### config.mk
export PLATFORM = sky130hd
export DESIGN_NAME = issue_unit_flat
export DESIGN_NICKNAME = d
export VERILOG_FILES = /design/src/rtl/lb_bus_pkg.sv /design/src/rtl/lb_tag_pkg.sv /design/src/rtl/lb_ifs.sv /design/src/rtl/sync_fifo.sv /design/src/rtl/issue_unit.sv /design/src/flat_wrapper.sv
export VERILOG_INCLUDE_DIRS = /design/src /design/src/rtl
export SDC_FILE = /design/constraint.sdc
export NUM_CORES = 1
export LEC_CHECK = 0
export BUFFER_PORTS_ARGS = -buffer_cell sky130_fd_sc_hd__clkbuf_2
export CORE_UTILIZATION = 40
export CTS_BUF_LIST = sky130_fd_sc_hd__clkbuf_8
export DETAILED_ROUTE_END_ITERATION = 6
export SLEW_MARGIN = 20
export SYNTH_ARGS = -nofsm -noshare
export SYNTH_HDL_FRONTEND = slang
export SYNTH_SLANG_ARGS = --single-unit
### constraint.sdc
create_clock -name clk -period 5.91 [get_ports clk]
set_input_delay 0.591 -clock clk [delete_from_list [all_inputs] [get_ports clk]]
set_output_delay 0.591 -clock clk [all_outputs]
set_load 0.02 [all_outputs]
### src/rtl/lb_defs.svh
// load balancer widths, port count and queue depths
`ifndef LB_DEFS_SVH
`define LB_DEFS_SVH

// memory bus word widths
`define LB_ADDR_W 48
`define LB_DATA_W 64

// requester ports, also the number of memory channels
`define LB_NPORTS 4

// sequence tag per port, wraps after LB_REQ_DEPTH requests
`define LB_SEQ_W 3

// request queue depth and in-flight limit per port
`define LB_REQ_DEPTH 8

// outstanding reads per channel, same as the post queue depth
`define LB_ISSUE_DEPTH 4

`endif

### src/rtl/lb_bus_pkg.sv
// memory bus word types and the requester port mode encoding
package lb_bus_pkg;

`include "lb_defs.svh"

    // read address and read data words
    typedef logic [`LB_ADDR_W-1:0] addr_t;
    typedef logic [`LB_DATA_W-1:0] data_t;

    // which requester ports take part in scheduling
    typedef enum logic [1:0] {
        mode_all = 2'd0,
        mode_two = 2'd1,
        mode_one = 2'd2
    } port_mode_t;

endpackage

### src/rtl/lb_tag_pkg.sv
// request bookkeeping types for port index, sequence tag and counters
package lb_tag_pkg;

`include "lb_defs.svh"

    typedef logic [$clog2(`LB_NPORTS)-1:0] port_idx_t;
    typedef logic [`LB_SEQ_W-1:0] seq_t;

    // served requests per queue, only used for comparison
    typedef logic [31:0] serve_cnt_t;

    // 0 to LB_ISSUE_DEPTH outstanding reads
    typedef logic [$clog2(`LB_ISSUE_DEPTH+1)-1:0] issue_cnt_t;

endpackage

### src/rtl/lb_ifs.sv


// tagged read response towards the reorder buffer
interface post_if;
    import lb_bus_pkg::*;
    import lb_tag_pkg::*;

    logic      empty;
    logic      full;
    port_idx_t port;
    seq_t      seq;
    data_t     data;
    logic      rd;

    modport source (output empty, output full, output port, output seq, output data, input rd);
    modport sink (input empty, input full, input port, input seq, input data, output rd);
endinterface

### src/rtl/sync_fifo.sv
// show-ahead synchronous FIFO on a register array
`timescale 1ns/1ps

module sync_fifo #(
    parameter int width = 8,
    parameter int depth = 4
) (
    input  logic             clk,
    input  logic             rstn,
    input  logic             wr,
    input  logic [width-1:0] wdata,
    input  logic             rd,
    output logic [width-1:0] rdata,
    output logic             empty,
    output logic             full
);
    localparam int ptr_w = (depth > 1) ? $clog2(depth) : 1;
    localparam int cnt_w = $clog2(depth + 1);

    logic [width-1:0] mem [depth];
    logic [ptr_w-1:0] wr_ptr;
    logic [ptr_w-1:0] rd_ptr;
    logic [cnt_w-1:0] count;
    logic             do_wr;
    logic             do_rd;

    function automatic logic [ptr_w-1:0] ptr_next(input logic [ptr_w-1:0] ptr);
        return (ptr == ptr_w'(depth - 1)) ? '0 : ptr + 1'b1;
    endfunction

    // writes into a full FIFO and reads from an empty one are dropped
    assign do_wr = wr & ~full;
    assign do_rd = rd & ~empty;

    assign empty = (count == '0);
    assign full  = (count == cnt_w'(depth));

    // head always visible
    assign rdata = mem[rd_ptr];

    always_ff @(posedge clk) begin
        if (!rstn) begin
            wr_ptr <= '0;
            rd_ptr <= '0;
            count  <= '0;
        end else begin
            if (do_wr) begin
                wr_ptr <= ptr_next(wr_ptr);
            end
            if (do_rd) begin
                rd_ptr <= ptr_next(rd_ptr);
            end
            count <= count + cnt_w'(do_wr) - cnt_w'(do_rd);
        end
    end

    always_ff @(posedge clk) begin
        if (do_wr) begin
            mem[wr_ptr] <= wdata;
        end
    end

endmodule

### src/rtl/issue_unit.sv
// per-channel issue unit that pairs returned data with the oldest outstanding tag
`timescale 1ns/1ps
`include "lb_defs.svh"

module issue_unit (
    input  logic                  clk,
    input  logic                  rstn,
    input  logic                  ar_fire,
    input  lb_tag_pkg::port_idx_t iss_port,
    input  lb_tag_pkg::seq_t      iss_seq,
    input  logic                  m_rvalid,
    input  lb_bus_pkg::data_t     m_rdata,
    output logic                  idle,
    output logic                  full,
    post_if.source                post
);
    import lb_tag_pkg::*;

    localparam int tag_w  = $bits(port_idx_t) + $bits(seq_t);
    localparam int post_w = tag_w + `LB_DATA_W;

    issue_cnt_t        outstanding;
    logic [tag_w-1:0]  oldest_tag;
    logic [post_w-1:0] post_head;
    logic              tag_empty;
    logic              resp_ok;
    logic              rd_fire;

    // channel returns in issue order, so the oldest tag owns the word
    assign resp_ok = m_rvalid & ~tag_empty;
    assign rd_fire = post.rd & ~post.empty;

    // an entry stays counted until the reorder buffer takes it
    always_ff @(posedge clk) begin
        if (!rstn) begin
            outstanding <= '0;
        end else begin
            outstanding <= outstanding + issue_cnt_t'(ar_fire) - issue_cnt_t'(rd_fire);
        end
    end

    assign idle = (outstanding == '0);
    assign full = (outstanding == issue_cnt_t'(`LB_ISSUE_DEPTH));

    sync_fifo #(
        .width (tag_w),
        .depth (`LB_ISSUE_DEPTH)
    ) tag_fifo_i (
        .clk   (clk),
        .rstn  (rstn),
        .wr    (ar_fire),
        .wdata ({iss_port, iss_seq}),
        .rd    (resp_ok),
        .rdata (oldest_tag),
        .empty (tag_empty),
        .full  ()
    );

    // never overflows, depth matches the outstanding limit
    sync_fifo #(
        .width (post_w),
        .depth (`LB_ISSUE_DEPTH)
    ) post_fifo_i (
        .clk   (clk),
        .rstn  (rstn),
        .wr    (resp_ok),
        .wdata ({oldest_tag, m_rdata}),
        .rd    (post.rd),
        .rdata (post_head),
        .empty (post.empty),
        .full  (post.full)
    );

    assign {post.port, post.seq, post.data} = post_head;

endmodule

### src/flat_wrapper.sv
// flat-port wrapper written by rule: the top's interface ports become plain ports
module issue_unit_flat import lb_tag_pkg::*;
  (clk, rstn, ar_fire, iss_port, iss_seq, m_rvalid, m_rdata, idle, full, post_empty, post_full, post_port, post_seq, post_data, post_rd);
  post_if post_i ();
  input  logic clk;
  input  logic rstn;
  input  logic ar_fire;
  input  lb_tag_pkg::port_idx_t iss_port;
  input  lb_tag_pkg::seq_t iss_seq;
  input  logic m_rvalid;
  input  lb_bus_pkg::data_t m_rdata;
  output logic idle;
  output logic full;
  output wire logic [$bits(post_i.empty)-1:0] post_empty;
  output wire logic [$bits(post_i.full)-1:0] post_full;
  output wire logic [$bits(post_i.port)-1:0] post_port;
  output wire logic [$bits(post_i.seq)-1:0] post_seq;
  output wire logic [$bits(post_i.data)-1:0] post_data;
  input wire logic [$bits(post_i.rd)-1:0] post_rd;
  assign post_empty = post_i.empty;
  assign post_full = post_i.full;
  assign post_port = post_i.port;
  assign post_seq = post_i.seq;
  assign post_data = post_i.data;
  assign post_i.rd = post_rd;
  issue_unit u_core (.clk(clk), .rstn(rstn), .ar_fire(ar_fire), .iss_port(iss_port), .iss_seq(iss_seq), .m_rvalid(m_rvalid), .m_rdata(m_rdata), .idle(idle), .full(full), .post(post_i));
endmodule
Word level (Yosys, flattened, before mapping). Memories as Yosys holds them, arrays and structs flattened. A register that Yosys moved wholly into a read port is not among the register bits. Cells that the tools add are included.

$add $sub $neg: 10. Equal/unequal tests: 7. Multiplexer cells: 12. Bitwise logic cells: 9. Reductions and logical operators: 3.

Operators by type and width (number): $mux 2 (8); $add 3x1->3 (3); $eq 3x3->1 const B (3); $logic_not 3->1 (3); $sub 3x1->3 (3); $add 2x1->2 const B (4); $eq 2x2->1 const B (4); $and 1x1->1 (5); $mux 1 (4); $not 1->1 (4).

Register bits: 17. RAM bits: 296. Input port bits: 74. Output and inout port bits: 73. Word-level logic and storage cells: 50. Memories kept: 2.

Memory list: u_core.post_fifo_i.mem (depth 4, bits a word 69, rd ports 1, clocked after memory_dff 1, write ports 1, line sync_fifo.sv:20) `logic [width-1:0] mem [depth];`; u_core.tag_fifo_i.mem (depth 4, bits a word 5, rd ports 1, clocked after memory_dff 1, write ports 1, line sync_fifo.sv:20).

Depth between registers and ports, before layout. Gate-level depths: netlist of the first run.

Depth in word-level cells: 6. Gate-level depth with buffers: 11. Mapped depth without buffers: 11.

Cells and area by module. Synthesis of the first run repeated with hierarchy kept, for this count alone.

Cells, all modules: 510. Area, all modules: 11860.1 um2.

By module, submodules not included: sync_fifo (u_core.post_fifo_i) (instances 1, cells each 414, area each 10446.3 um2, seq. area each 8468.1 um2); sync_fifo (u_core.tag_fifo_i) (instances 1, cells each 79, area each 1228.7 um2, seq. area each 780.7 um2); issue_unit (instances 1, cells each 17, area each 185.2 um2, seq. area each 60.1 um2).

Worst setup path before layout of the first run. OpenSTA, ideal clock, no wires.

Kind: input port to flip-flop. From: input port m_rvalid. To: memory u_core.post_fifo_i.mem[0][0] in the netlist's numbering, enable pin. Setup time: 435 ps. Arrival: 2410 ps. Required time: 5475 ps. Setup slack: 3066 ps. Stages: 2. Path buffers: 0. Path through: o31a_2 > and3_1.

Word-level cells in the longest chain between the ends: 4.

Ends and longest elaborated chain: start, declared (line flat_wrapper.sv:10) `input logic m_rvalid;`; $and 1x1->1 (line issue_unit.sv:30) `assign resp_ok = m_rvalid & ~tag_empty;`; $and 1x1->1 (line sync_fifo.sv:32) `assign do_wr = wr & ~full;`; $mux 1 (line sync_fifo.sv:58) `if (do_wr) begin`; $mux 1 (implied by the code) (line sync_fifo.sv:59) `mem[wr_ptr] <= wdata;`; end, declared (line sync_fifo.sv:20).

No other way between the ends.

==> results of run 1 <==
## path summary, 6_finish.rpt
| path | cells past startpoint | start | to | slack (ps) |
|---|---|---|---|---|
| worst min register to register | 2 | u_core.tag_fifo_i.rd_ptr[0] | flip-flop | 510 |
| worst max register to register | 9 | u_core.post_fifo_i.count[1] | u_core.post_fifo_i.count[2] | 3390 |
| worst max-delay path | 3 | flip-flop | post_data[63] | 2420 |
| worst min-delay path | 1 | m_rdata[49] | u_core.post_fifo_i.mem[3][49] | 250 |
## worst max-delay path: stages, from the launching register on
cell and delay [ps]:
dfxtp_4 950, buf_4 610, mux4_2 600, clkbuf_2 180
## report_power, final
group	total (mW)	switching, mW	leakage [nW]	internal, mW
Sequential	2.95	0.176	2.86	2.77
Clock	1.74	0.816	0.552	0.923
Combinational	1.43	0.815	1.40	0.620
Total	6.12	1.81	4.81	4.31
## area by class of cell
cell class                      instances  area (sq um)  area share [%]
Sequential cell                       317          9320            66.6
Multi-Input combinational cell        152          2320            16.6
Timing Repair Buffer                  151           848            6.06
Clock buffer                           53           729            5.21
Tap cell                              384           480            3.43
Clock inverter                         40           234            1.67
Inverter                               17          63.8           0.456
## Yosys cell counts, types with 2 or more instances
library cell	number	area [sq um]
fa_1	3	60.1
buf_2	9	45.0
dfxtp_1	21	420
and2_1	10	62.6
and3_1	5	31.3
clkbuf_1	6	22.5
inv_1	16	60.1
nor3_1	3	15.0
buf_6	2	22.5
edfxtp_1	296	8890
xnor2_1	5	43.8
or4_1	2	15.0
a21oi_1	7	35.0
o21ai_0	4	20.0
mux2i_1	2	20.0
ha_1	15	188
nand2_1	2	7.51
mux4_2	74	1670
nor2_1	9	33.8
## state kept, by name, indices dropped and copies added (netlist names), named ones only
register / cells
u_core.tag_fifo_i.count: 3
u_core.tag_fifo_i.wr_ptr: 2
u_core.outstanding: 3
u_core.post_fifo_i.wr_ptr: 2
u_core.post_fifo_i.rd_ptr: 2
u_core.post_fifo_i.mem: 276
u_core.tag_fifo_i.mem: 20
u_core.post_fifo_i.count: 3
u_core.tag_fifo_i.rd_ptr: 2
## cell families (layout without fill, tap and decap cells)
kind of cell	after synthesis	in the layout	synth area share (%)
compound gates	14	14	0.797
xor+xnor	6	6	0.446
fa+ha+maj	18	18	2.10
buf+inv	35	261	1.43
flops	317	317	79.1
mux	76	76	14.3
simple gates	38	38	1.83
## stage by stage
stage	setup slack [ps]	cells
floorplan	3070	504
global placement	2860	1017
detailed placement	2860	1018
CTS	2270	1111
global route	2120	1114
finish	2420	1114
## per-layer routing
| layer | routed length [um] | GRT usage, % | vias up | part of all wire (%) |
|---|---|---|---|---|
| met4 | 357 | 4.17 | 0 | 1.6 |
| li1 | - | - | 2477 | - |
| met5 | 0 | 0 | - | 0 |
| met1 | 8870 | 17.9 | 2839 | 41 |
| met2 | 11200 | 26.3 | 168 | 52 |
| met3 | 1170 | 3.44 | 32 | 5.4 |
==> flow_summary.json, run 1 <==
{
  "status": "complete, no violations",
  "fin_nets": 783,
  "cts_tree": "yes",
  "start_util_pct": 40.8,
  "grt_pass1_vias": 6173,
  "fillers": 2433,
  "dpl_cell_area_sq_mm": 0.0129,
  "dp_hpwl_um": 13000,
  "cts_made_buffers": 52,
  "total_leakage_power_nw": 4.81,
  "final_cell_mix": "edfxtp_1, clkbuf_2, mux4_2, clkbuf_8, inv_1",
  "areaGrowthSynthToFinish_pct": 18.8,
  "crit_type": "reg2out",
  "io_buffers": 146,
  "fin_setup_tns_ps": 0,
  "rsz0062_at_grt": "no",
  "die_area_sq_mm": 0.0301,
  "critPathLaunchType": "flip-flop",
  "finish.instance_area_sq_mm": 0.0140,
  "h-tree-depth": 2,
  "syn_area_sq_mm": 0.0118,
  "min_period_over_period_pct": 59.0,
  "power_mw": 6.12,
  "n_antenna_cell": 0,
  "grt_start_max_net_pins": 70,
  "yosysUniqueCellTypes": 32,
  "slew_violations": 0,
  "crit_required_ps": 5320,
  "clkLatencyLatePin_ps": 560,
  "cts.sinks": 317,
  "die_x_um": 174,
  "drcViolationCount": 0,
  "setup_viol": 0,
  "antenna_found_initial": 0,
  "cts_setup_buffers": 0,
  "drt_first_pass_iters": 6,
  "clock-skew-final_ps": 33.9,
  "power_density_mw_per_mm2": 437,
  "drive_gt1_share_pct": 41.2,
  "place_congestion": 0.700,
  "core_area_sq_mm": 0.0289,
  "final_common_cell": "edfxtp_1",
  "drt-total-wl_um": 21600,
  "row_count": 62,
  "async_flop_share_pct": 0,
  "clk_pin_slew_ps": 60,
  "syn_nets": 596,
  "whs_ps": 247,
  "peakVddDrop_uv": 204,
  "critical_path_arrival_ps": 2900,
  "postRouteAntennaNets": 0,
  "postCtsHoldBufs": 0,
  "wl_per_cell_um": 19.4,
  "period_needed_ps": 3490,
  "cp_max_fo": 43,
  "slew_headroom_pct": 30.0,
  "ctsResizeCount": 0,
  "num_vias": 5516,
  "grt_util_all_layers_pct": 14.8,
  "synth_edf_count": 296,
  "final-hold-violation-count": 0,
  "ys_seq_elements": 317,
  "synth_flop_cell": "edfxtp_1",
  "via_per_inst": 4.95,
  "cts-root-buf": "clkbuf_8",
  "ys_warn_count": 0,
  "ys_seq_area_share_pct": 79.1,
  "avgSynthCellArea_sq_um": 23.4,
  "overflow": 0,
  "min_path_type": "in2reg",
  "grt_pass1_wl_um": 33800,
  "worst_slew_pin_slew_ps": 1050,
  "clock_path_buffers": 3,
  "endpoint_kind": "primary output",
  "fin_util_pct": 48.5,
  "drt_iter0_drc": 328,
  "io_pins": 147,
  "cap_violations": 0,
  "die-height_um": 174,
  "synthCells": 504,
  "fmax_ghz": 0.287
}
Power figures use the tool's default switching activity.
==> run 2, diff against run 1 <==
Clock period 5.91 ns to 3.5 ns, I/O delays scaled along.
==> run 2 against run 1 <==
Net effect: routed wire length increased by 0.34%; count of clock-buffer cells in the layout increased by 1; die area unchanged; clock power up 71%; final area up 5.2%; sequential share of layout area decreased by 3.3 points; register-to-register slack got worse by 2400 ps; hold slack lost 200 ps; sequential power increased by 66%; utilization rose by 2.5 points; largest power group unchanged; highest routed layer unchanged.
==> flow_summary.json, run 2 (synthesis results as in run 1) <==
{
  "largest_reg_flops": 276,
  "ctsResizeCount": 0,
  "antenna_found_initial": 0,
  "power_density_mw_per_mm2": 711,
  "top_register": "u_core.post_fifo_i.mem",
  "cap_violations": 0,
  "total_leakage_power_nw": 5.10,
  "final_common_cell": "edfxtp_1",
  "grt_pass1_vias": 6433,
  "n_antenna_cell": 0,
  "place_inst": 1021,
  "crit_type": "reg2out",
  "slew_violations": 0,
  "cts_made_buffers": 50,
  "busiest_layer": "met2",
  "power_mw": 10.5,
  "core_area_sq_mm": 0.0289,
  "h-tree-depth": 2,
  "die-height_um": 174,
  "fin_nets": 852,
  "largestRegisters": "u_core.post_fifo_i.mem x276, u_core.tag_fifo_i.mem x20",
  "finish.instance_area_sq_mm": 0.0147,
  "min_path_type": "in2reg",
  "postRouteAntennaNets": 0,
  "slew_headroom_pct": 57.5,
  "drcViolationCount": 0,
  "fin_util_pct": 51.0,
  "dpl_cell_area_sq_mm": 0.0130,
  "start_util_pct": 40.8,
  "final_cell_mix": "edfxtp_1, clkbuf_2, mux4_2, dlygate4sd3_1, clkbuf_8",
  "internal_power_mw": 7.38,
  "seq_power_share_pct": 47.0,
  "clkLatencyLatePin_ps": 560,
  "io_pins": 147,
  "p_sw_mw": 3.07,
  "drive_gt1_share_pct": 38.5,
  "fin_setup_tns_ps": 0,
  "worst_slew_pin_slew_ps": 637,
  "dp_hpwl_um": 12500,
  "row_count": 62,
  "pwr-share-clk_pct": 28.4,
  "via_per_inst": 4.86,
  "swShare_pct": 29.4,
  "cts-root-buf": "clkbuf_8",
  "clock_path_buffers": 3,
  "rsz0062_at_grt": "no",
  "fmax_ghz": 0.371,
  "num_vias": 5759,
  "areaGrowthSynthToFinish_pct": 24.9,
  "drt_first_pass_iters": 4,
  "cts.sinks": 317,
  "drt_iter0_drc": 355,
  "critical_path_arrival_ps": 2350,
  "cts_tree": "yes",
  "clk_pin_slew_ps": 60,
  "met3_usage_pct": 3.57,
  "fin_cells": 1186,
  "wl_per_cell_um": 18.3,
  "drt-total-wl_um": 21700,
  "status": "complete, no violations",
  "endpoint_kind": "primary output",
  "period_needed_ps": 2700,
  "cp_max_fo": 30,
  "io_buffers": 146,
  "gr-usage-met1_pct": 17.9,
  "setup_viol": 0,
  "clock-skew-final_ps": 21.1,
  "overflow": 0,
  "grt_util_all_layers_pct": 14.8,
  "critPathLaunchType": "flip-flop",
  "grt_pass1_wl_um": 34300,
  "peakVddDrop_uv": 303,
  "place_congestion": 0.715,
  "use_met2_pct": 26.0,
  "comb_power_share_pct": 24.6,
  "die_area_sq_mm": 0.0301,
  "grt_start_max_net_pins": 70,
  "crit_required_ps": 3150,
  "final-hold-violation-count": 0,
  "min_period_over_period_pct": 77.0,
  "die_x_um": 174
}
run 2: changes by cell type in the layout (fill, tap and decap cells not counted), moves of 2 or more:
cell	change
buf_12	+4
buf_16	-2
clkinv_1	+4
clkinv_2	+6
clkinvlp_4	-2
dlygate4sd3_1	+68
inv_1	-8
run 2: worst paths after layout:
path / from / endpoint / slack (ps) / cells past startpoint
min reg2reg: u_core.post_fifo_i.rd_ptr[0] / flip-flop / 510 / 2
max: flip-flop / post_data[44] / 800 / 3
min: m_rdata[38] / u_core.post_fifo_i.mem[0][38] / 40 / 1
max reg2reg: u_core.post_fifo_i.count[1] / u_core.post_fifo_i.count[2] / 1010 / 9
run 2: per-layer routing:
metal / vias up / part of all wire, %
met5: - / 0
met4: 0 / 1.7
met3: 32 / 5.7
met2: 170 / 51
met1: 2954 / 41
li1: 2603 / -
run 2: cell type report:
cell class                      count  area, sq um
Sequential cell                   317         9320
Tap cell                          384          480
Clock inverter                     40          229
Inverter                           17         63.8
Clock buffer                       54          743
Timing Repair Buffer              222         1560
Multi-Input combinational cell    152         2320
Fill cell                        2398        14100
run 2: critical path, cell delays in order, from the launching register on:
cell	delay, ps
dfxtp_4	700
buf_12	340
mux4_2	570
clkbuf_2	180
run 2: repair_timing:
item                      in CTS  in global routing
hold endpoints to repair     266                  0
hold buffers                  68                  0
buffers inserted               0                  0
run 2: per-stage QoR:
stage | setup WS (ps) | hold WS (ps)
6_report | 804 | 44.1
2_1_floorplan | 769 | 449
4_1_cts | 671 | 3.67
5_1_grt | 609 | 15.0
3_5_place_dp | 1020 | 505
3_3_place_gp | 1160 | 485
run 2: power by group through the flow:
stage / Sequential [mW] / Combinational [mW] / Clock, mW
after global placement: 4.98 / 2.47 / 0
after global routing: 4.97 / 2.78 / 3.22
final: 4.91 / 2.58 / 2.97
after CTS: 4.94 / 2.59 / 3.06
after detailed placement: 5.01 / 2.52 / 0
after floorplan: 4.88 / 1.81 / 0
==> run 3, diff against run 2 <==
Clock period 3.5 ns to 2.75 ns, I/O delays scaled along.
==> run 3 against run 2 <==
Net effect: sequential share of layout area rose by 0.38 points; final area fell by 0.60%; utilization fell by 0.30 points; sequential power rose by 26%; register-to-register slack got worse by 670 ps; clock skew fell by 1.3 ps; combinational power rose by 30%; largest cell class unchanged; routed wire length fell by 0.87%.
==> flow_summary.json, run 3 (synthesis results as in run 1) <==
{
  "drive_gt1_share_pct": 37.8,
  "final_common_cell": "edfxtp_1",
  "status": "complete, no violations",
  "min_period_over_period_pct": 87.6,
  "io_pins": 147,
  "clk_pin_slew_ps": 60,
  "core_area_sq_mm": 0.0289,
  "drt_first_pass_iters": 4,
  "row_count": 62,
  "fin_setup_tns_ps": 0,
  "fillers": 2373,
  "die-height_um": 174,
  "internal_power_mw": 9.16,
  "drt-total-wl_um": 21500,
  "hold_start": "rstn",
  "postRouteAntennaNets": 0,
  "p_sw_mw": 3.81,
  "total_leakage_power_nw": 5.06,
  "rsz0062_at_grt": "no",
  "die_x_um": 174,
  "reg2reg_slack_ps": 340,
  "grt_util_all_layers_pct": 14.9,
  "die_area_sq_mm": 0.0301,
  "power_density_mw_per_mm2": 887,
  "swShare_pct": 29.4,
  "crit_required_ps": 3190,
  "seq_area_sq_mm": 0.00932,
  "num_vias": 5763,
  "period_needed_ps": 2410,
  "endpoint_kind": "flip-flop",
  "cts_tree": "yes",
  "seq_power_share_pct": 47.7,
  "rr_startpoint": "u_core.post_fifo_i.count[2]",
  "overflow": 0,
  "dp_hpwl_um": 12300,
  "critical_path_arrival_ps": 2850,
  "place_ws_ps": 282,
  "fmax_ghz": 0.415,
  "top_register": "u_core.post_fifo_i.mem",
  "fin_util_pct": 50.7,
  "areaGrowthSynthToFinish_pct": 24.2,
  "cts_setup_buffers": 0,
  "antenna_found_initial": 1,
  "slew_violations": 0,
  "worstReg2RegEnd": "u_core.post_fifo_i.count[2]",
  "slew_headroom_pct": 68.0,
  "slowest_delay_ps": 470,
  "clock-skew-final_ps": 19.7,
  "largest_reg_flops": 276,
  "place_congestion": 0.678,
  "endpoint": "u_core.post_fifo_i.count[2]",
  "cap_violations": 0,
  "crit_type": "reg2reg",
  "cts-root-buf": "clkbuf_8",
  "grt_pass1_vias": 6418,
  "worst_slew_pin_slew_ps": 479,
  "ff2ff_path_depth": 11,
  "drcViolationCount": 0,
  "grt_start_max_net_pins": 70,
  "largestRegisters": "u_core.post_fifo_i.mem x276, u_core.tag_fifo_i.mem x20",
  "multi_input_area_sq_mm": 0.00232,
  "start_util_pct": 40.8,
  "layout_setup_ws_ps": 340,
  "pwr-share-clk_pct": 26.5,
  "cts_made_buffers": 50,
  "peakVddDrop_uv": 413,
  "final-hold-violation-count": 0,
  "critPathLaunchType": "flip-flop",
  "via_per_inst": 4.90,
  "clkLatencyLatePin_ps": 560,
  "cp_max_fo": 6,
  "dpl_cell_area_sq_mm": 0.0131,
  "grt_pass1_wl_um": 34400,
  "wl_per_cell_um": 18.3,
  "cts.sinks": 317,
  "comb_power_share_pct": 25.8,
  "final_cell_mix": "edfxtp_1, clkbuf_2, mux4_2, dlygate4sd3_1, clkbuf_8",
  "fin_nets": 855,
  "io_buffers": 146,
  "h-tree-depth": 2,
  "critPathSlowestCell": "or3b_1",
  "crit_start": "u_core.post_fifo_i.count[2]",
  "finish.instance_area_sq_mm": 0.0146,
  "setup_viol": 0,
  "clock_path_buffers": 3,
  "drt_iter0_drc": 238,
  "crit_chain": "or3b_1 -> inv_2 -> nor2_1 -> inv_1 -> ha_1 -> inv_1 -> ha_1 -> fa_1 -> xnor2_1 -> xnor2_1 -> and2_1",
  "min_path_type": "in2reg"
}
## run 3: worst min-delay path by stage
stage	slack (ps)	cells after the start	endpoint
2_1_floorplan	370	0	u_core.post_fifo_i.mem[0][0]
3_3_place_gp	470	2	flip-flop
3_5_place_dp	490	2	flip-flop
4_1_cts	4	2	u_core.post_fifo_i.count[2]
5_1_grt	20	2	u_core.post_fifo_i.count[2]
6_report	30	2	u_core.post_fifo_i.count[2]
## run 3: critical path: cells and delay by family (launching register included)
| kind | cells | cell delay, ps |
|---|---|---|
| adders and majority gates | 3 | 720 |
| and+or+nand+nor | 3 | 670 |
| DFF | 1 | 380 |
| xor gates and xnor gates | 2 | 310 |
| buffers and inverters | 3 | 220 |
## run 3: per-stage QoR
step | hold slack [ps] | instances | power [mW]
2_1_floorplan | 374 | 504 | 8.52
5_1_grt | 18.0 | 1177 | 13.6
6_report | 34.4 | 1177 | 13.0
3_3_place_gp | 469 | 1025 | 9.52
3_5_place_dp | 485 | 1025 | 9.64
4_1_cts | 3.99 | 1176 | 13.2
## run 3: what timing repair did
item	4_1_cts	5_1_grt
setup endpoints to repair	0	1
resized for setup	0	1
hold buffers	70	0
hold endpoints to repair	277	0
## run 3: area by class of cell
class / count / area share (%)
flip-flops and latches: 317 / 63.7
multi-input cells: 152 / 15.9
repair buffers: 225 / 10.8
clock buffers: 50 / 4.71
well taps: 384 / 3.29
clock inverters: 31 / 1.12
inverters: 17 / 0.436
diodes: 1 / 0.0171
## run 3: metal layers
layer / vias to the layer above / global-route usage, % / wire length [um]
li1: 2600 / - / -
met1: 2969 / 17.9 / 8710
met2: 158 / 26.4 / 11300
met3: 36 / 3.31 / 1090
met4: 0 / 4.87 / 438
met5: - / 0 / 0
## run 3: power by group through the flow
stage               clock network (mW)  logic [mW]  registers, mW
floorplan                            0        2.31           6.21
global placement                     0        3.28           6.24
detailed placement                   0        3.35           6.29
CTS                               3.57        3.44           6.19
global route                      3.76        3.64           6.25
finish                            3.44        3.35           6.19
