[src/rtl/lb_defs.svh]
// load balancer widths, port count and queue depths
`ifndef LB_DEFS_SVH
`define LB_DEFS_SVH

// memory bus word widths
`define LB_ADDR_W 48
`define LB_DATA_W 64

// requester ports, also the number of memory channels
`define LB_NPORTS 4

// sequence tag per port, wraps after LB_REQ_DEPTH requests
`define LB_SEQ_W 3

// request queue depth and in-flight limit per port
`define LB_REQ_DEPTH 8

// outstanding reads per channel, same as the post queue depth
`define LB_ISSUE_DEPTH 4

`endif

[src/rtl/lb_bus_pkg.sv]
// memory bus word types and the requester port mode encoding
package lb_bus_pkg;

`include "lb_defs.svh"

    // read address and read data words
    typedef logic [`LB_ADDR_W-1:0] addr_t;
    typedef logic [`LB_DATA_W-1:0] data_t;

    // which requester ports take part in scheduling
    typedef enum logic [1:0] {
        mode_all = 2'd0,
        mode_two = 2'd1,
        mode_one = 2'd2
    } port_mode_t;

endpackage

[src/rtl/lb_tag_pkg.sv]
// request bookkeeping types for port index, sequence tag and counters
package lb_tag_pkg;

`include "lb_defs.svh"

    typedef logic [$clog2(`LB_NPORTS)-1:0] port_idx_t;
    typedef logic [`LB_SEQ_W-1:0] seq_t;

    // served requests per queue, only used for comparison
    typedef logic [31:0] serve_cnt_t;

    // 0 to LB_ISSUE_DEPTH outstanding reads
    typedef logic [$clog2(`LB_ISSUE_DEPTH+1)-1:0] issue_cnt_t;

endpackage

[src/rtl/lb_ifs.sv]
// request queue and post queue handshake interfaces
`timescale 1ns/1ps

// queue head towards the scheduler
interface req_q_if;
    import lb_bus_pkg::*;
    import lb_tag_pkg::*;

    logic  empty;
    addr_t addr;
    seq_t  seq;
    logic  pop;

    modport source (output empty, output addr, output seq, input pop);
    modport sink (input empty, input addr, input seq, output pop);
endinterface


[src/rtl/sync_fifo.sv]
// show-ahead synchronous FIFO on a register array
`timescale 1ns/1ps

module sync_fifo #(
    parameter int width = 8,
    parameter int depth = 4
) (
    input  logic             clk,
    input  logic             rstn,
    input  logic             wr,
    input  logic [width-1:0] wdata,
    input  logic             rd,
    output logic [width-1:0] rdata,
    output logic             empty,
    output logic             full
);
    localparam int ptr_w = (depth > 1) ? $clog2(depth) : 1;
    localparam int cnt_w = $clog2(depth + 1);

    logic [width-1:0] mem [depth];
    logic [ptr_w-1:0] wr_ptr;
    logic [ptr_w-1:0] rd_ptr;
    logic [cnt_w-1:0] count;
    logic             do_wr;
    logic             do_rd;

    function automatic logic [ptr_w-1:0] ptr_next(input logic [ptr_w-1:0] ptr);
        return (ptr == ptr_w'(depth - 1)) ? '0 : ptr + 1'b1;
    endfunction

    // writes into a full FIFO and reads from an empty one are dropped
    assign do_wr = wr & ~full;
    assign do_rd = rd & ~empty;

    assign empty = (count == '0);
    assign full  = (count == cnt_w'(depth));

    // head always visible
    assign rdata = mem[rd_ptr];

    always_ff @(posedge clk) begin
        if (!rstn) begin
            wr_ptr <= '0;
            rd_ptr <= '0;
            count  <= '0;
        end else begin
            if (do_wr) begin
                wr_ptr <= ptr_next(wr_ptr);
            end
            if (do_rd) begin
                rd_ptr <= ptr_next(rd_ptr);
            end
            count <= count + cnt_w'(do_wr) - cnt_w'(do_rd);
        end
    end

    always_ff @(posedge clk) begin
        if (do_wr) begin
            mem[wr_ptr] <= wdata;
        end
    end

endmodule

[src/rtl/req_queue.sv]
// request queue that tags accepted reads and limits the reads in flight per port
`timescale 1ns/1ps
`include "lb_defs.svh"

module req_queue (
    input  logic              clk,
    input  logic              rstn,
    input  logic              arvalid,
    input  lb_bus_pkg::addr_t araddr,
    input  logic              ret_done,
    output logic              arready,
    req_q_if.source           q
);
    import lb_tag_pkg::*;

    localparam int entry_w = `LB_ADDR_W + `LB_SEQ_W;
    localparam int infl_w  = $clog2(`LB_REQ_DEPTH + 1);

    seq_t               seq_cnt;
    logic [infl_w-1:0]  inflight;
    logic               accept;
    logic               fifo_full;
    logic [entry_w-1:0] head;

    // in-flight limit keeps the 3-bit tags unique
    assign arready = ~fifo_full & (inflight != infl_w'(`LB_REQ_DEPTH));
    assign accept  = arvalid & arready;

    always_ff @(posedge clk) begin
        if (!rstn) begin
            seq_cnt  <= '0;
            inflight <= '0;
        end else begin
            if (accept) begin
                seq_cnt <= seq_cnt + 1'b1;
            end
            inflight <= inflight + infl_w'(accept) - infl_w'(ret_done);
        end
    end

    // address and tag stored together
    sync_fifo #(
        .width (entry_w),
        .depth (`LB_REQ_DEPTH)
    ) fifo_i (
        .clk   (clk),
        .rstn  (rstn),
        .wr    (accept),
        .wdata ({araddr, seq_cnt}),
        .rd    (q.pop),
        .rdata (head),
        .empty (q.empty),
        .full  (fifo_full)
    );

    assign {q.addr, q.seq} = head;

endmodule

[src/flat_wrapper.sv]
// flat-port wrapper written by rule: the top's interface ports become plain ports
module req_queue_flat import lb_tag_pkg::*;
  (clk, rstn, arvalid, araddr, ret_done, arready, q_empty, q_addr, q_seq, q_pop);
  req_q_if q_i ();
  input  logic clk;
  input  logic rstn;
  input  logic arvalid;
  input  lb_bus_pkg::addr_t araddr;
  input  logic ret_done;
  output logic arready;
  output wire logic [$bits(q_i.empty)-1:0] q_empty;
  output wire logic [$bits(q_i.addr)-1:0] q_addr;
  output wire logic [$bits(q_i.seq)-1:0] q_seq;
  input wire logic [$bits(q_i.pop)-1:0] q_pop;
  assign q_empty = q_i.empty;
  assign q_addr = q_i.addr;
  assign q_seq = q_i.seq;
  assign q_i.pop = q_pop;
  req_queue u_core (.clk(clk), .rstn(rstn), .arvalid(arvalid), .araddr(araddr), .ret_done(ret_done), .arready(arready), .q(q_i));
endmodule
[config.mk]
export PLATFORM = sky130hd
export DESIGN_NAME = req_queue_flat
export DESIGN_NICKNAME = d
export VERILOG_FILES = /design/src/rtl/lb_bus_pkg.sv /design/src/rtl/lb_tag_pkg.sv /design/src/rtl/lb_ifs.sv /design/src/rtl/sync_fifo.sv /design/src/rtl/req_queue.sv /design/src/flat_wrapper.sv
export VERILOG_INCLUDE_DIRS = /design/src /design/src/rtl
export SDC_FILE = /design/constraint.sdc
export NUM_CORES = 1
export LEC_CHECK = 0
export BUFFER_PORTS_ARGS = -buffer_cell sky130_fd_sc_hd__buf_2
export CAP_MARGIN = 10
export CORE_ASPECT_RATIO = 1.1
export CORE_MARGIN = 3
export CORE_UTILIZATION = 45
export CTS_BUF_LIST = sky130_fd_sc_hd__clkbuf_4
export CTS_CLUSTER_SIZE = 20
export DETAILED_ROUTE_END_ITERATION = 8
export PLACE_DENSITY = 0.69
export SLEW_MARGIN = 20
export SYNTH_ARGS = -nofsm -noshare
export SYNTH_HDL_FRONTEND = slang
export SYNTH_SLANG_ARGS = --single-unit
[constraint.sdc]
create_clock -name clk -period 7.7 [get_ports clk]
set_clock_uncertainty 0.2 [all_clocks]
set_input_delay 1.155 -clock clk [delete_from_list [all_inputs] [get_ports clk]]
set_output_delay 1.155 -clock clk [all_outputs]
set_load 0.01 [all_outputs]
# --- Word-level counts from Yosys, hierarchy flattened ---
# Memories as Yosys holds them, arrays and structs flattened. A register that Yosys moved wholly into a read port is not among the register bits.
# Cells that the tools add are included.
totals:
  register_bits: 17
  mem_bits_rw: 408
  out_inout_bits: 53
  elab_cells: 30
  n_memories: 1
mem_list:
  columns: ["name", "words", "width", "read_ports", "rd_clocked_by_memory_dff", "wr", "line_no", "source"]
  rows:
  - ["u_core.fifo_i.mem", 8, 51, 1, 1, 1, "sync_fifo.sv:20", "logic [width-1:0] mem [depth];"]
classes:
  n_addsub: 7
  n_eq_ne: 4
  mux: 6
  bitwise_logic: 6
  reduce_logical: 1
op_table:
  columns: ["op", "count"]
  rows:
  - ["2-to-1 mux 3 bit", 4]
  - ["adder 3 x 1 -> 3 bit (second input constant)", 3]
  - ["adder 4 x 1 -> 4 bit", 2]
  - ["subtractor 4 x 1 -> 4 bit", 2]
  - ["== test 3 bit (second input constant)", 2]
  - ["AND 1 bit", 4]
  - ["== test 4 bit (second input constant)", 1]
  - ["zero test 4 bit", 1]
  - ["inequality test 4 bit (second input constant)", 1]
  - ["2-to-1 mux 1 bit", 2]
  - ["inverter 1 bit", 2]

# --- Longest topological paths before layout ---
# Gate-level depths: netlist of the first run.
logic_depth:
  depth_word: 7
  mapped_depth: 12

# --- By module ---
# A second synthesis of the first run with hierarchy kept.
unflattened:
  hier_cells: 711
  hier_area_um2: 16438.3
by_module_without_submodules:
  columns: ["mod", "n_inst", "cells_each", "area_each_um2"]
  rows:
  - ["sync_fifo", 1, 668, 16000.3]
  - ["req_queue", 1, 43, 437.9]

# --- Worst setup path before layout of the first run ---
# Ideal clock, no wire load.
synth_path:
  path_kind: "in2reg"
  startpoint: "input arvalid"
  endpoint: "memory u_core.fifo_i.mem[1][0] in the netlist's numbering, enable pin"
  t_arrival_ps: 6064
  slack_ps: 850
  stages: 2
  path_buffers: 0
  cell_sequence: "nand2_1 > nor4_1"
synth_between:
  elab_chain_cells: 4
synth_lines:
  columns: ["element", "line_no", "source"]
  rows:
  - ["from (decl)", "flat_wrapper.sv:7", "input logic arvalid;"]
  - ["AND 1 bit", "req_queue.sv:27", "assign accept = arvalid & arready;"]
  - ["AND 1 bit", "sync_fifo.sv:32", "assign do_wr = wr & ~full;"]
  - ["2-to-1 mux 1 bit", "sync_fifo.sv:58", "if (do_wr) begin"]
  - ["2-to-1 mux 1 bit (not written as such)", "sync_fifo.sv:59", "mem[wr_ptr] <= wdata;"]
  - ["to (decl)", "sync_fifo.sv:20", null]
# No other way between the ends.

==> results of run 1 <==
[power groups by stage]
stage	Clock (mW)	Combinational, mW	Sequential, mW
2_1_floorplan	0	0.862	2.88
3_3_place_gp	0	1.17	2.91
3_5_place_dp	0	1.18	2.92
4_1_cts	1.96	1.19	2.87
5_1_grt	2.10	1.27	2.89
6_report	1.89	1.15	2.87
[cells by family (layout without fill, tap and decap cells)]
kind of cell / Yosys count / count (layout) / share of synthesized area, %
fa+ha+maj: 18 / 18 / 1.46
simple gates: 44 / 44 / 1.43
other cells: 0 / 1 / 0
flops: 428 / 428 / 77.2
mux: 160 / 160 / 17.9
compound gates: 12 / 12 / 0.412
buf+inv: 46 / 329 / 1.49
xor+xnor: 2 / 2 / 0.107
[cells in the mapped netlist]
cell,count
a21o_1,2
a21oi_1,6
and2_1,4
buf_1,6
buf_2,6
buf_4,1
buf_6,8
clkbuf_1,10
dfxtp_1,20
edfxtp_1,408
fa_1,2
ha_1,16
inv_1,15
mux2_2,51
mux2i_1,7
mux4_2,102
nand2_1,13
nand2b_1,3
nand3_1,3
nor2_1,5
nor3_1,4
nor3b_1,3
nor4_1,2
o21ai_0,3
o31ai_1,1
or2_1,1
or3_1,1
or3b_2,3
or4_1,2
xnor2_1,2
[per-layer routing]
metal / share of wire [%] / track usage, %
met1: 41 / 20.8
met2: 51 / 27.5
met3: 5.8 / 4.63
met4: 2.0 / 6.46
met5: 0.14 / 0
[state kept, by name, summed over array words and instances (netlist names), named ones only]
register and count:
u_core.fifo_i.count 4, u_core.fifo_i.mem 408, u_core.fifo_i.rd_ptr 3, u_core.fifo_i.wr_ptr 3, u_core.inflight 4, u_core.seq_cnt 3
[layout make-up]
cell class / instances / area [um2]
Timing Repair Buffer: 119 / 643
Inverter: 15 / 56.3
Sequential cell: 428 / 12700
Clock buffer: 154 / 1160
Antenna cell: 1 / 2.50
Multi-Input combinational cell: 236 / 3550
Tap cell: 481 / 602
Fill cell: 2783 / 16700
Clock inverter: 41 / 248
[worst register-to-register path: cells and delay by family, from the launching register on]
family / cells / cell delay [ps]
adders and majority gates: 1 / 190
buffers and inverters: 2 / 840
DFF: 1 / 310
and+or+nand+nor: 3 / 1260
[worst max path at each step]
stage / from / to / slack, ps / cells after the start
2_1_floorplan: arvalid / u_core.fifo_i.mem[1][0]$_DFFE_PP_ / 850 / 2
3_3_place_gp: arvalid / u_core.fifo_i.count[2]$_SDFF_PN0_ / 3740 / 9
3_5_place_dp: flip-flop / q_addr[33] / 3830 / 4
4_1_cts: flip-flop / q_addr[33] / 2960 / 4
5_1_grt: flip-flop / q_addr[25] / 2850 / 4
6_report: flip-flop / q_addr[11] / 3060 / 4
==> impl_metrics.py, run 1 <==
metrics = {
    "drt": {
        "dr.pass1.iters": 4,
        "vias_per_cell": 5.25,
        "routedWlPerCell_um": 20.9,
        "totalWireLength_mm": 30.9,
        "ant_nets": 0,
        "vias": 7745,
        "drt-initial-drc-count": 459,
        "route.detailed.drc": 0,
    },
    "placed_design": {
        "gp_congestion": 0.694,
        "io_buffers": 105,
        "post-place-cells": 1279,
        "hpwl_mm": 15.7,
        "postPlaceCellArea_um2": 17500,
        "place_ws_ps": 3830,
    },
    "clocking": {
        "cts.sinks": 428,
        "clockBufferDepth": 3,
        "cts_tree": "done",
        "cts_buffers": 105,
        "clk_pin_slew_ps": 70,
        "h-tree-depth": 3,
        "hold_buffers": 0,
        "ctsResizeCount": 0,
        "root_buffer": "clkbuf_4",
        "insertion_delay_ps": 780,
        "cts_setup_buffers": 0,
    },
    "critical_path": {
        "cpLargestDelayFamily": "buffers and inverters",
        "crit_type": "reg -> out",
        "worstRegToRegCells": 6,
        "crit_arrival_ps": 3280,
        "path_buf_inv": 2,
        "setup.worst_path.start_class": "flip-flop",
        "critical_path.cell_chain": "buf_4 -> mux4_2 -> mux2_2 -> buf_2",
        "critPathRequiredTime_ps": 6340,
        "r2r-start": "u_core.fifo_i.count[2]$_SDFF_PN0_",
        "rrSetupSlack_ps": 4450,
        "end_kind": "output port",
        "max_stage_delay_ps": 760,
        "rr_endpoint": "u_core.fifo_i.mem[6][30]$_DFFE_PP_",
        "cp_slowest_cell": "buf_4",
        "cp_max_fo": 62,
    },
    "floorplanning": {
        "fp.dieW_um": 188,
        "ios": 106,
        "die_area_um2": 38800,
        "fp.dieH_um": 206,
        "rows": 72,
        "start_util_pct": 46.1,
        "core-area_um2": 35600,
    },
    "layout": {
        "final_cell_area_um2": 18900,
        "layout-drive-gt1-share_pct": 45.5,
        "nets": 976,
        "layout_commonest_cell": "edfxtp_1",
        "layout_common_cells": "edfxtp_1, clkbuf_4, buf_2, mux4_2, mux2_2",
        "instances_no_fill": 1475,
        "fin_util_pct": 53.2,
        "area_growth_pct": 15.4,
    },
    "synth": {
        "syn_area_per_cell_um2": 23.1,
        "synth_top_area_share_pct": 74.7,
        "synth_nets": 781,
        "ys_ff_latch": 428,
        "ys_warn_count": 0,
        "yosysSeqAreaShare_pct": 77.2,
        "synthesis.area_um2": 16400,
        "ys_top_cells_by_area": "edfxtp_1, mux4_2, mux2_2",
        "yosysTopAreaCell": "edfxtp_1",
        "syn_inst": 710,
        "synth_cell_type_count": 30,
    },
    "timing": {
        "slew_headroom_pct": 37.1,
        "maxSlewViolCount": 0,
        "layout_setup_ws_ps": 3060,
        "worstMarginPinSlew_ps": 944,
        "rsz0062_at_grt": "no",
        "hold_violations": 0,
        "period_share_pct": 60.3,
        "setup_viol": 0,
        "setup-tns-final_ps": 0,
        "max_freq_mhz": 216,
        "min_period_ps": 4640,
        "holdWs_ps": 298,
    },
    "hold_path": {
        "whs_path_depth": 2,
        "hp-class": "reg -> reg",
        "min_from": "u_core.fifo_i.rd_ptr[2]$_SDFFE_PN0N_",
    },
    "pwr": {
        "seqPwrFrac_pct": 48.5,
        "p_per_area_nw_per_um2": 312,
        "p_clk_share_pct": 32.0,
        "power_frac_comb_pct": 19.5,
        "leakagePower_nw": 6.27,
        "power.total_mw": 5.91,
        "internal_power_mw": 4.37,
        "sw_frac_of_total_pct": 26.1,
        "p_switching_mw": 1.54,
        "vdd.ir_drop.worst_v": 0.000170,
    },
    "grt": {
        "gr-total-overflow": 0,
        "grt_pass1_wl_mm": 48.0,
        "antenna_found_initial": 4,
        "grt_max_degree": 80,
        "grt.total_usage_pct": 16.5,
        "grt_pass1_vias": 8379,
    },
    "job": {
        "max-cap-violations": 0,
    },
    "run_status": {
        "status": "complete, no violations",
    },
}
No activity file was read; power rests on OpenSTA's default activity.
==> run 2, diff against run 1 <==
- ABC_AREA: unset -> 1
- clock period: 7.7 -> 4.6 ns (I/O delays scaled with it)
==> run 2 against run 1 <==
Critical endpoint is now q_addr[32]. Wire length rose by 17%. Setup slack got worse by 2200 ps. Register-to-register slack got worse by 2800 ps. Die area rose by 3.5%. Largest power group unchanged. Combinational power rose to 2.8 times the previous value.
==> impl_metrics.py, run 2 <==
metrics = {
    "critical_path": {
        "critPathRequiredTime_ps": 3710,
        "end_kind": "output port",
        "max_stage_delay_ps": 690,
        "path_common_cell": "nand2_1",
        "cp_slowest_cell": "inv_6",
        "cpLargestDelayFamily": "buffers and inverters",
        "crit_arrival_ps": 2860,
        "crit_type": "reg -> out",
        "path_buf_inv": 3,
        "cp_max_fo": 145,
        "setup.worst_path.start_class": "flip-flop",
        "critical_path.cell_chain": "inv_6 -> buf_4 -> o21ai_0 -> o21ai_1 -> nand2_1 -> nand2_1 -> buf_2",
    },
    "drt": {
        "totalWireLength_mm": 36.1,
        "vias": 11052,
        "ant_nets": 0,
        "route.detailed.drc": 0,
        "routedWlPerCell_um": 16.6,
        "dr.pass1.iters": 5,
        "vias_per_cell": 5.09,
        "drt-initial-drc-count": 840,
    },
    "synth": {
        "syn_area_per_cell_um2": 12.2,
        "yosys-top-cells-count": "edfxtp_1, nor2_1, nand2_1",
        "synthesis.area_um2": 17000,
        "yosysTopAreaCell": "edfxtp_1",
        "synth.most_common_cell": "edfxtp_1",
        "ys_warn_count": 0,
        "ys_ff_latch": 428,
        "synth_fa_ha_area_share_pct": 1.41,
        "synth.area.mux_share_pct": 0,
        "synth_xor_xnor_area_share_pct": 0.103,
        "synth-simple-area-share_pct": 11.7,
        "ys_top_cells_by_area": "edfxtp_1, nor2_1, o21ai_0",
        "yosysSeqAreaShare_pct": 74.4,
        "synth_top_family_by_area": "simple AND/OR/NAND/NOR gates",
        "synth_cell_type_count": 22,
        "synth_nets": 1466,
        "synth_edf_count": 408,
        "synth_top_area_share_pct": 72.1,
        "synth_compound_area_share_pct": 9.28,
        "synth_top_flop_cell": "edfxtp_1",
        "postSynth.asyncResetShare_pct": 0,
        "syn_inst": 1395,
    },
    "grt": {
        "grt_pass1_wl_mm": 57.5,
        "grt_max_degree": 205,
        "antenna_found_initial": 2,
        "grt_pass1_vias": 11077,
        "gr-total-overflow": 0,
        "grt.total_usage_pct": 18.1,
    },
    "clocking": {
        "clk_pin_slew_ps": 70,
        "h-tree-depth": 3,
        "root_buffer": "clkbuf_4",
        "cts_tree": "done",
        "hold_buffers": 44,
        "clockBufferDepth": 3,
        "insertion_delay_ps": 710,
        "cts.sinks": 428,
        "cts_buffers": 102,
        "cts_setup_buffers": 0,
        "ctsResizeCount": 0,
    },
    "layout": {
        "top_regs": "u_core.fifo_i.mem (408), u_core.fifo_i.count (4), u_core.inflight (4)",
        "regArea_um2": 12700,
        "layout-drive-gt1-share_pct": 17.9,
        "largest_register": "u_core.fifo_i.mem",
        "layout_commonest_cell": "edfxtp_1",
        "fin_util_pct": 53.2,
        "layout_common_cells": "edfxtp_1, nor2_1, nand2_1, o21ai_0, clkbuf_4",
        "largest_reg_flops": 408,
        "nets": 1658,
        "area_growth_pct": 16.5,
        "multiInputGateArea_um2": 3880,
        "num-fill-cells": 3168,
    },
    "pwr": {
        "p_per_area_nw_per_um2": 561,
        "power.total_mw": 11.1,
        "vdd.ir_drop.worst_v": 0.000377,
        "leakagePower_nw": 7.18,
    },
    "floorplanning": {
        "core-area_um2": 37200,
        "start_util_pct": 45.7,
        "ios": 106,
        "fp.dieW_um": 191,
        "rows": 74,
        "die_area_um2": 40100,
        "fp.dieH_um": 210,
    },
    "hold_path": {
        "hp-class": "in -> reg",
    },
    "placed_design": {
        "io_buffers": 105,
        "hpwl_mm": 18.3,
        "gp_congestion": 0.759,
        "place_ws_ps": 1520,
    },
    "timing": {
        "period_share_pct": 81.6,
        "holdWs_ps": 77.7,
        "maxSlewViolCount": 0,
        "worstMarginPinSlew_ps": 1130,
        "rsz0062_at_grt": "no",
        "slew_headroom_pct": 24.7,
        "min_period_ps": 3750,
        "setup_viol": 0,
        "max_freq_mhz": 267,
        "setup-tns-final_ps": 0,
        "hold_violations": 0,
        "layout_setup_ws_ps": 848,
    },
    "run_status": {
        "status": "complete, no violations",
    },
    "job": {
        "max-cap-violations": 0,
    },
}
==> run 2: cell count changes after synthesis, sizes merged, moves of 33 or more <==
cell    previous run  this run
nor2               5       334
o21ai              3       310
nand2             13       180
mux4             102         0
mux2              51         0
clkbuf            10        43
==> run 2: path summary, 6_finish.rpt <==
kind / slack, ps / startpoint / depth (start not counted) / endpoint
worst min-delay path: 80 / araddr[4] / 1 / u_core.fifo_i.mem[1][7]$_DFFE_PP_
worst min register to register: 310 / u_core.fifo_i.rd_ptr[2]$_SDFFE_PN0N_ / 2 / flip-flop
worst max register to register: 1610 / u_core.fifo_i.count[2]$_SDFF_PN0_ / 8 / u_core.fifo_i.mem[1][48]$_DFFE_PP_
worst max-delay path: 850 / flip-flop / 7 / q_addr[32]
==> run 2: per-stage QoR <==
stage | cells | area (um2)
CTS | 2169 | 19800
floorplan | 1395 | 17000
finish | 2170 | 19800
global placement | 1933 | 18000
global route | 2170 | 19800
detailed placement | 1933 | 18000
==> run 2: area by class of cell <==
class | count | area share, %
well taps | 494 | 3.12
repair buffers | 167 | 6.00
inverters | 29 | 0.575
multi-input cells | 859 | 19.6
clock buffers | 151 | 5.72
flip-flops and latches | 428 | 63.9
diodes | 1 | 0.0126
clock inverters | 41 | 1.05
==> run 2: worst reg2reg max path, cell delays in order (launching register included) <==
cell and delay, ps:
dfxtp_1 310, inv_1 60, ha_1 190, nand3_1 140
nand3_1 340, inv_1 210, nand2_1 250, nor2_4 610
buf_12 330
==> run 2: cell families (layout without fill, tap and decap cells) <==
logic type / after synthesis / count (layout)
other: 0 / 1
adder cells (fa/ha/maj): 18 / 18
flip-flops: 428 / 428
AND/OR/NAND/NOR: 524 / 524
AO/OA/AOI/OAI: 315 / 315
buffers and inverters: 108 / 388
XOR/XNOR: 2 / 2
==> run 2: layer usage <==
| layer | up-vias | share of wire (%) | global-route usage, % |
|---|---|---|---|
| li1 | 5357 | - | - |
| met1 | 5304 | 43 | 24.0 |
| met2 | 329 | 49 | 29.6 |
| met3 | 60 | 6.5 | 4.18 |
| met4 | 2 | 1.6 | 6.33 |
| met5 | - | 0.036 | 0 |
==> run 2: report_power, final <==
part,internal [mW],switching (mW)
Combinational,1.06,2.15
Clock,1.58,1.44
Sequential,4.72,0.174
Total,7.36,3.76
==> run 3, diff against run 2 <==
- PLACE_DENSITY: 0.69 -> 0.71
- clock period: 4.6 -> 3.1 ns (I/O delays scaled with it)
==> run 3 against run 2 <==
Largest cell class unchanged. Critical endpoint is now q_addr[35]. Setup slack got worse by 760 ps. First-iteration DRC count is 21% higher. Cell area increased by 2.2%. Combinational power grew 65%. Largest power group unchanged. Die area stayed put. Final cell count up 0.37%.
==> impl_metrics.py, run 3 (same netlist as run 2, synthesis figures left out) <==
metrics = {
    "timing": {
        "max_freq_mhz": 332,
        "slew_headroom_pct": 67.8,
        "worstMarginPinSlew_ps": 483,
        "holdWs_ps": 120,
        "maxSlewViolCount": 0,
        "setup-tns-final_ps": 0,
        "setup_viol": 0,
        "hold_violations": 0,
        "rsz0062_at_grt": "yes",
        "period_share_pct": 97.2,
        "min_period_ps": 3010,
    },
    "drt": {
        "route.detailed.drc": 0,
        "routedWlPerCell_um": 17.5,
        "drt-initial-drc-count": 1018,
        "vias": 11336,
        "ant_nets": 0,
        "dr.pass1.iters": 5,
        "vias_per_cell": 5.20,
        "totalWireLength_mm": 38.1,
    },
    "pwr": {
        "power_frac_comb_pct": 31.0,
        "p_per_area_nw_per_um2": 840,
        "internal_power_mw": 11.3,
        "sw_frac_of_total_pct": 33.7,
        "vdd.ir_drop.worst_v": 0.000566,
        "leakagePower_nw": 7.38,
        "power.total_mw": 17.0,
        "p_clk_share_pct": 26.5,
        "p_switching_mw": 5.72,
        "seqPwrFrac_pct": 42.5,
    },
    "floorplanning": {
        "start_util_pct": 45.7,
        "fp.dieH_um": 210,
        "die_area_um2": 40100,
        "ios": 106,
        "core-area_um2": 37200,
        "fp.dieW_um": 191,
        "rows": 74,
    },
    "critical_path": {
        "crit_arrival_ps": 2350,
        "crit_type": "reg -> out",
        "setup.worst_path.start_class": "flip-flop",
        "cp_slowest_cell": "dfxtp_4",
        "cp_max_fo": 10,
        "critPathRequiredTime_ps": 2430,
        "max_stage_delay_ps": 460,
        "critical_path.cell_chain": "buf_8 -> buf_4 -> buf_6 -> o21ai_0 -> o21ai_0 -> nand2_1 -> nand2_1 -> buf_2",
        "end_kind": "output port",
    },
    "grt": {
        "grt_pass1_wl_mm": 57.3,
        "grt_max_degree": 86,
        "gr-total-overflow": 0,
        "grt_pass1_vias": 11344,
        "antenna_found_initial": 2,
        "grt.total_usage_pct": 17.9,
    },
    "clocking": {
        "h-tree-depth": 3,
        "root_buffer": "clkbuf_4",
        "cts_buffers": 104,
        "cts_tree": "done",
        "clk_pin_slew_ps": 70,
        "insertion_delay_ps": 740,
        "clockBufferDepth": 3,
        "cts.sinks": 428,
    },
    "placed_design": {
        "hpwl_mm": 19.5,
        "gp_congestion": 0.744,
        "io_buffers": 105,
    },
    "layout": {
        "fin_util_pct": 54.4,
        "num-fill-cells": 3060,
        "layout_commonest_cell": "edfxtp_1",
        "largest_reg_flops": 408,
        "nets": 1688,
        "largest_register": "u_core.fifo_i.mem",
        "area_growth_pct": 19.1,
        "layout-drive-gt1-share_pct": 18.7,
        "top_regs": "u_core.fifo_i.mem (408), u_core.fifo_i.count (4), u_core.inflight (4)",
        "layout_common_cells": "edfxtp_1, nor2_1, nand2_1, o21ai_0, clkbuf_4",
    },
    "run_status": {
        "status": "complete, no violations",
    },
    "job": {
        "max-cap-violations": 0,
    },
    "hold_path": {
        "hp-class": "in -> reg",
    },
}
run 3: layout make-up:
cell class                 count  area [um2]  area share, %
timing repair inverter         1        8.76         0.0433
timing repair buffer         194        1660           8.21
clock buffer                 147        1100           5.45
multi-input combinational    859        3890           19.2
sequential                   428       12700           62.5
tap                          494         618           3.05
clock inverter                25         178          0.878
antenna                        1        2.50         0.0124
inverter                      29         121          0.600
run 3: final timing paths:
| path | startpoint | to | slack, ps | cells after the start |
|---|---|---|---|---|
| max | flip-flop | q_addr[35] | 90 | 8 |
| min | ret_done | u_core.inflight[0]$_SDFF_PN0_ | 120 | 6 |
| max reg2reg | u_core.fifo_i.count[2]$_SDFF_PN0_ | u_core.fifo_i.count[2]$_SDFF_PN0_ | 410 | 10 |
| min reg2reg | u_core.fifo_i.rd_ptr[2]$_SDFFE_PN0N_ | flip-flop | 320 | 2 |
run 3: timing repair:
action,4_1_cts,5_1_grt
gates cloned,0,6
buffers inserted,1,9
resized for setup,5,9
hold endpoints to repair,404,0
endpoints found under the setup margin,38,45
hold buffers,52,0
run 3: metal layers:
layer  routed length [um]  up-vias  share of wire (%)  track usage (%)
met1                16200     5506                 42             23.2
met2                18800      390                 49             30.0
met3                 2420       54                6.4             3.76
li1                     -     5384                  -                -
met5                    7        -              0.018                0
met4                  682        2                1.8             6.63
run 3: power by group through the flow:
stage          clock network, mW  registers, mW  logic [mW]
3_3_place_gp                   0           7.36        4.75
6_report                    4.50           7.23        5.27
5_1_grt                     4.90           7.28        5.92
3_5_place_dp                   0           7.39        4.88
2_1_floorplan                  0           7.29        3.23
4_1_cts                     4.61           7.27        5.00
run 3: worst max-delay path, delay by kind of cell, from the launching register on:
kind	cells	cell delay (ps)
AND/OR/NAND/NOR	2	220
AO/OA/AOI/OAI	2	250
flip-flops	1	460
buffers and inverters	4	670
run 3: metrics by stage:
stage,setup WS [ps],instances,area (um2)
floorplan,-794,1395,17000
global placement,522,1938,18200
detailed placement,393,1938,18200
CTS,-5.29,2163,20000
global route,-66.1,2178,20200
finish,87.7,2178,20200
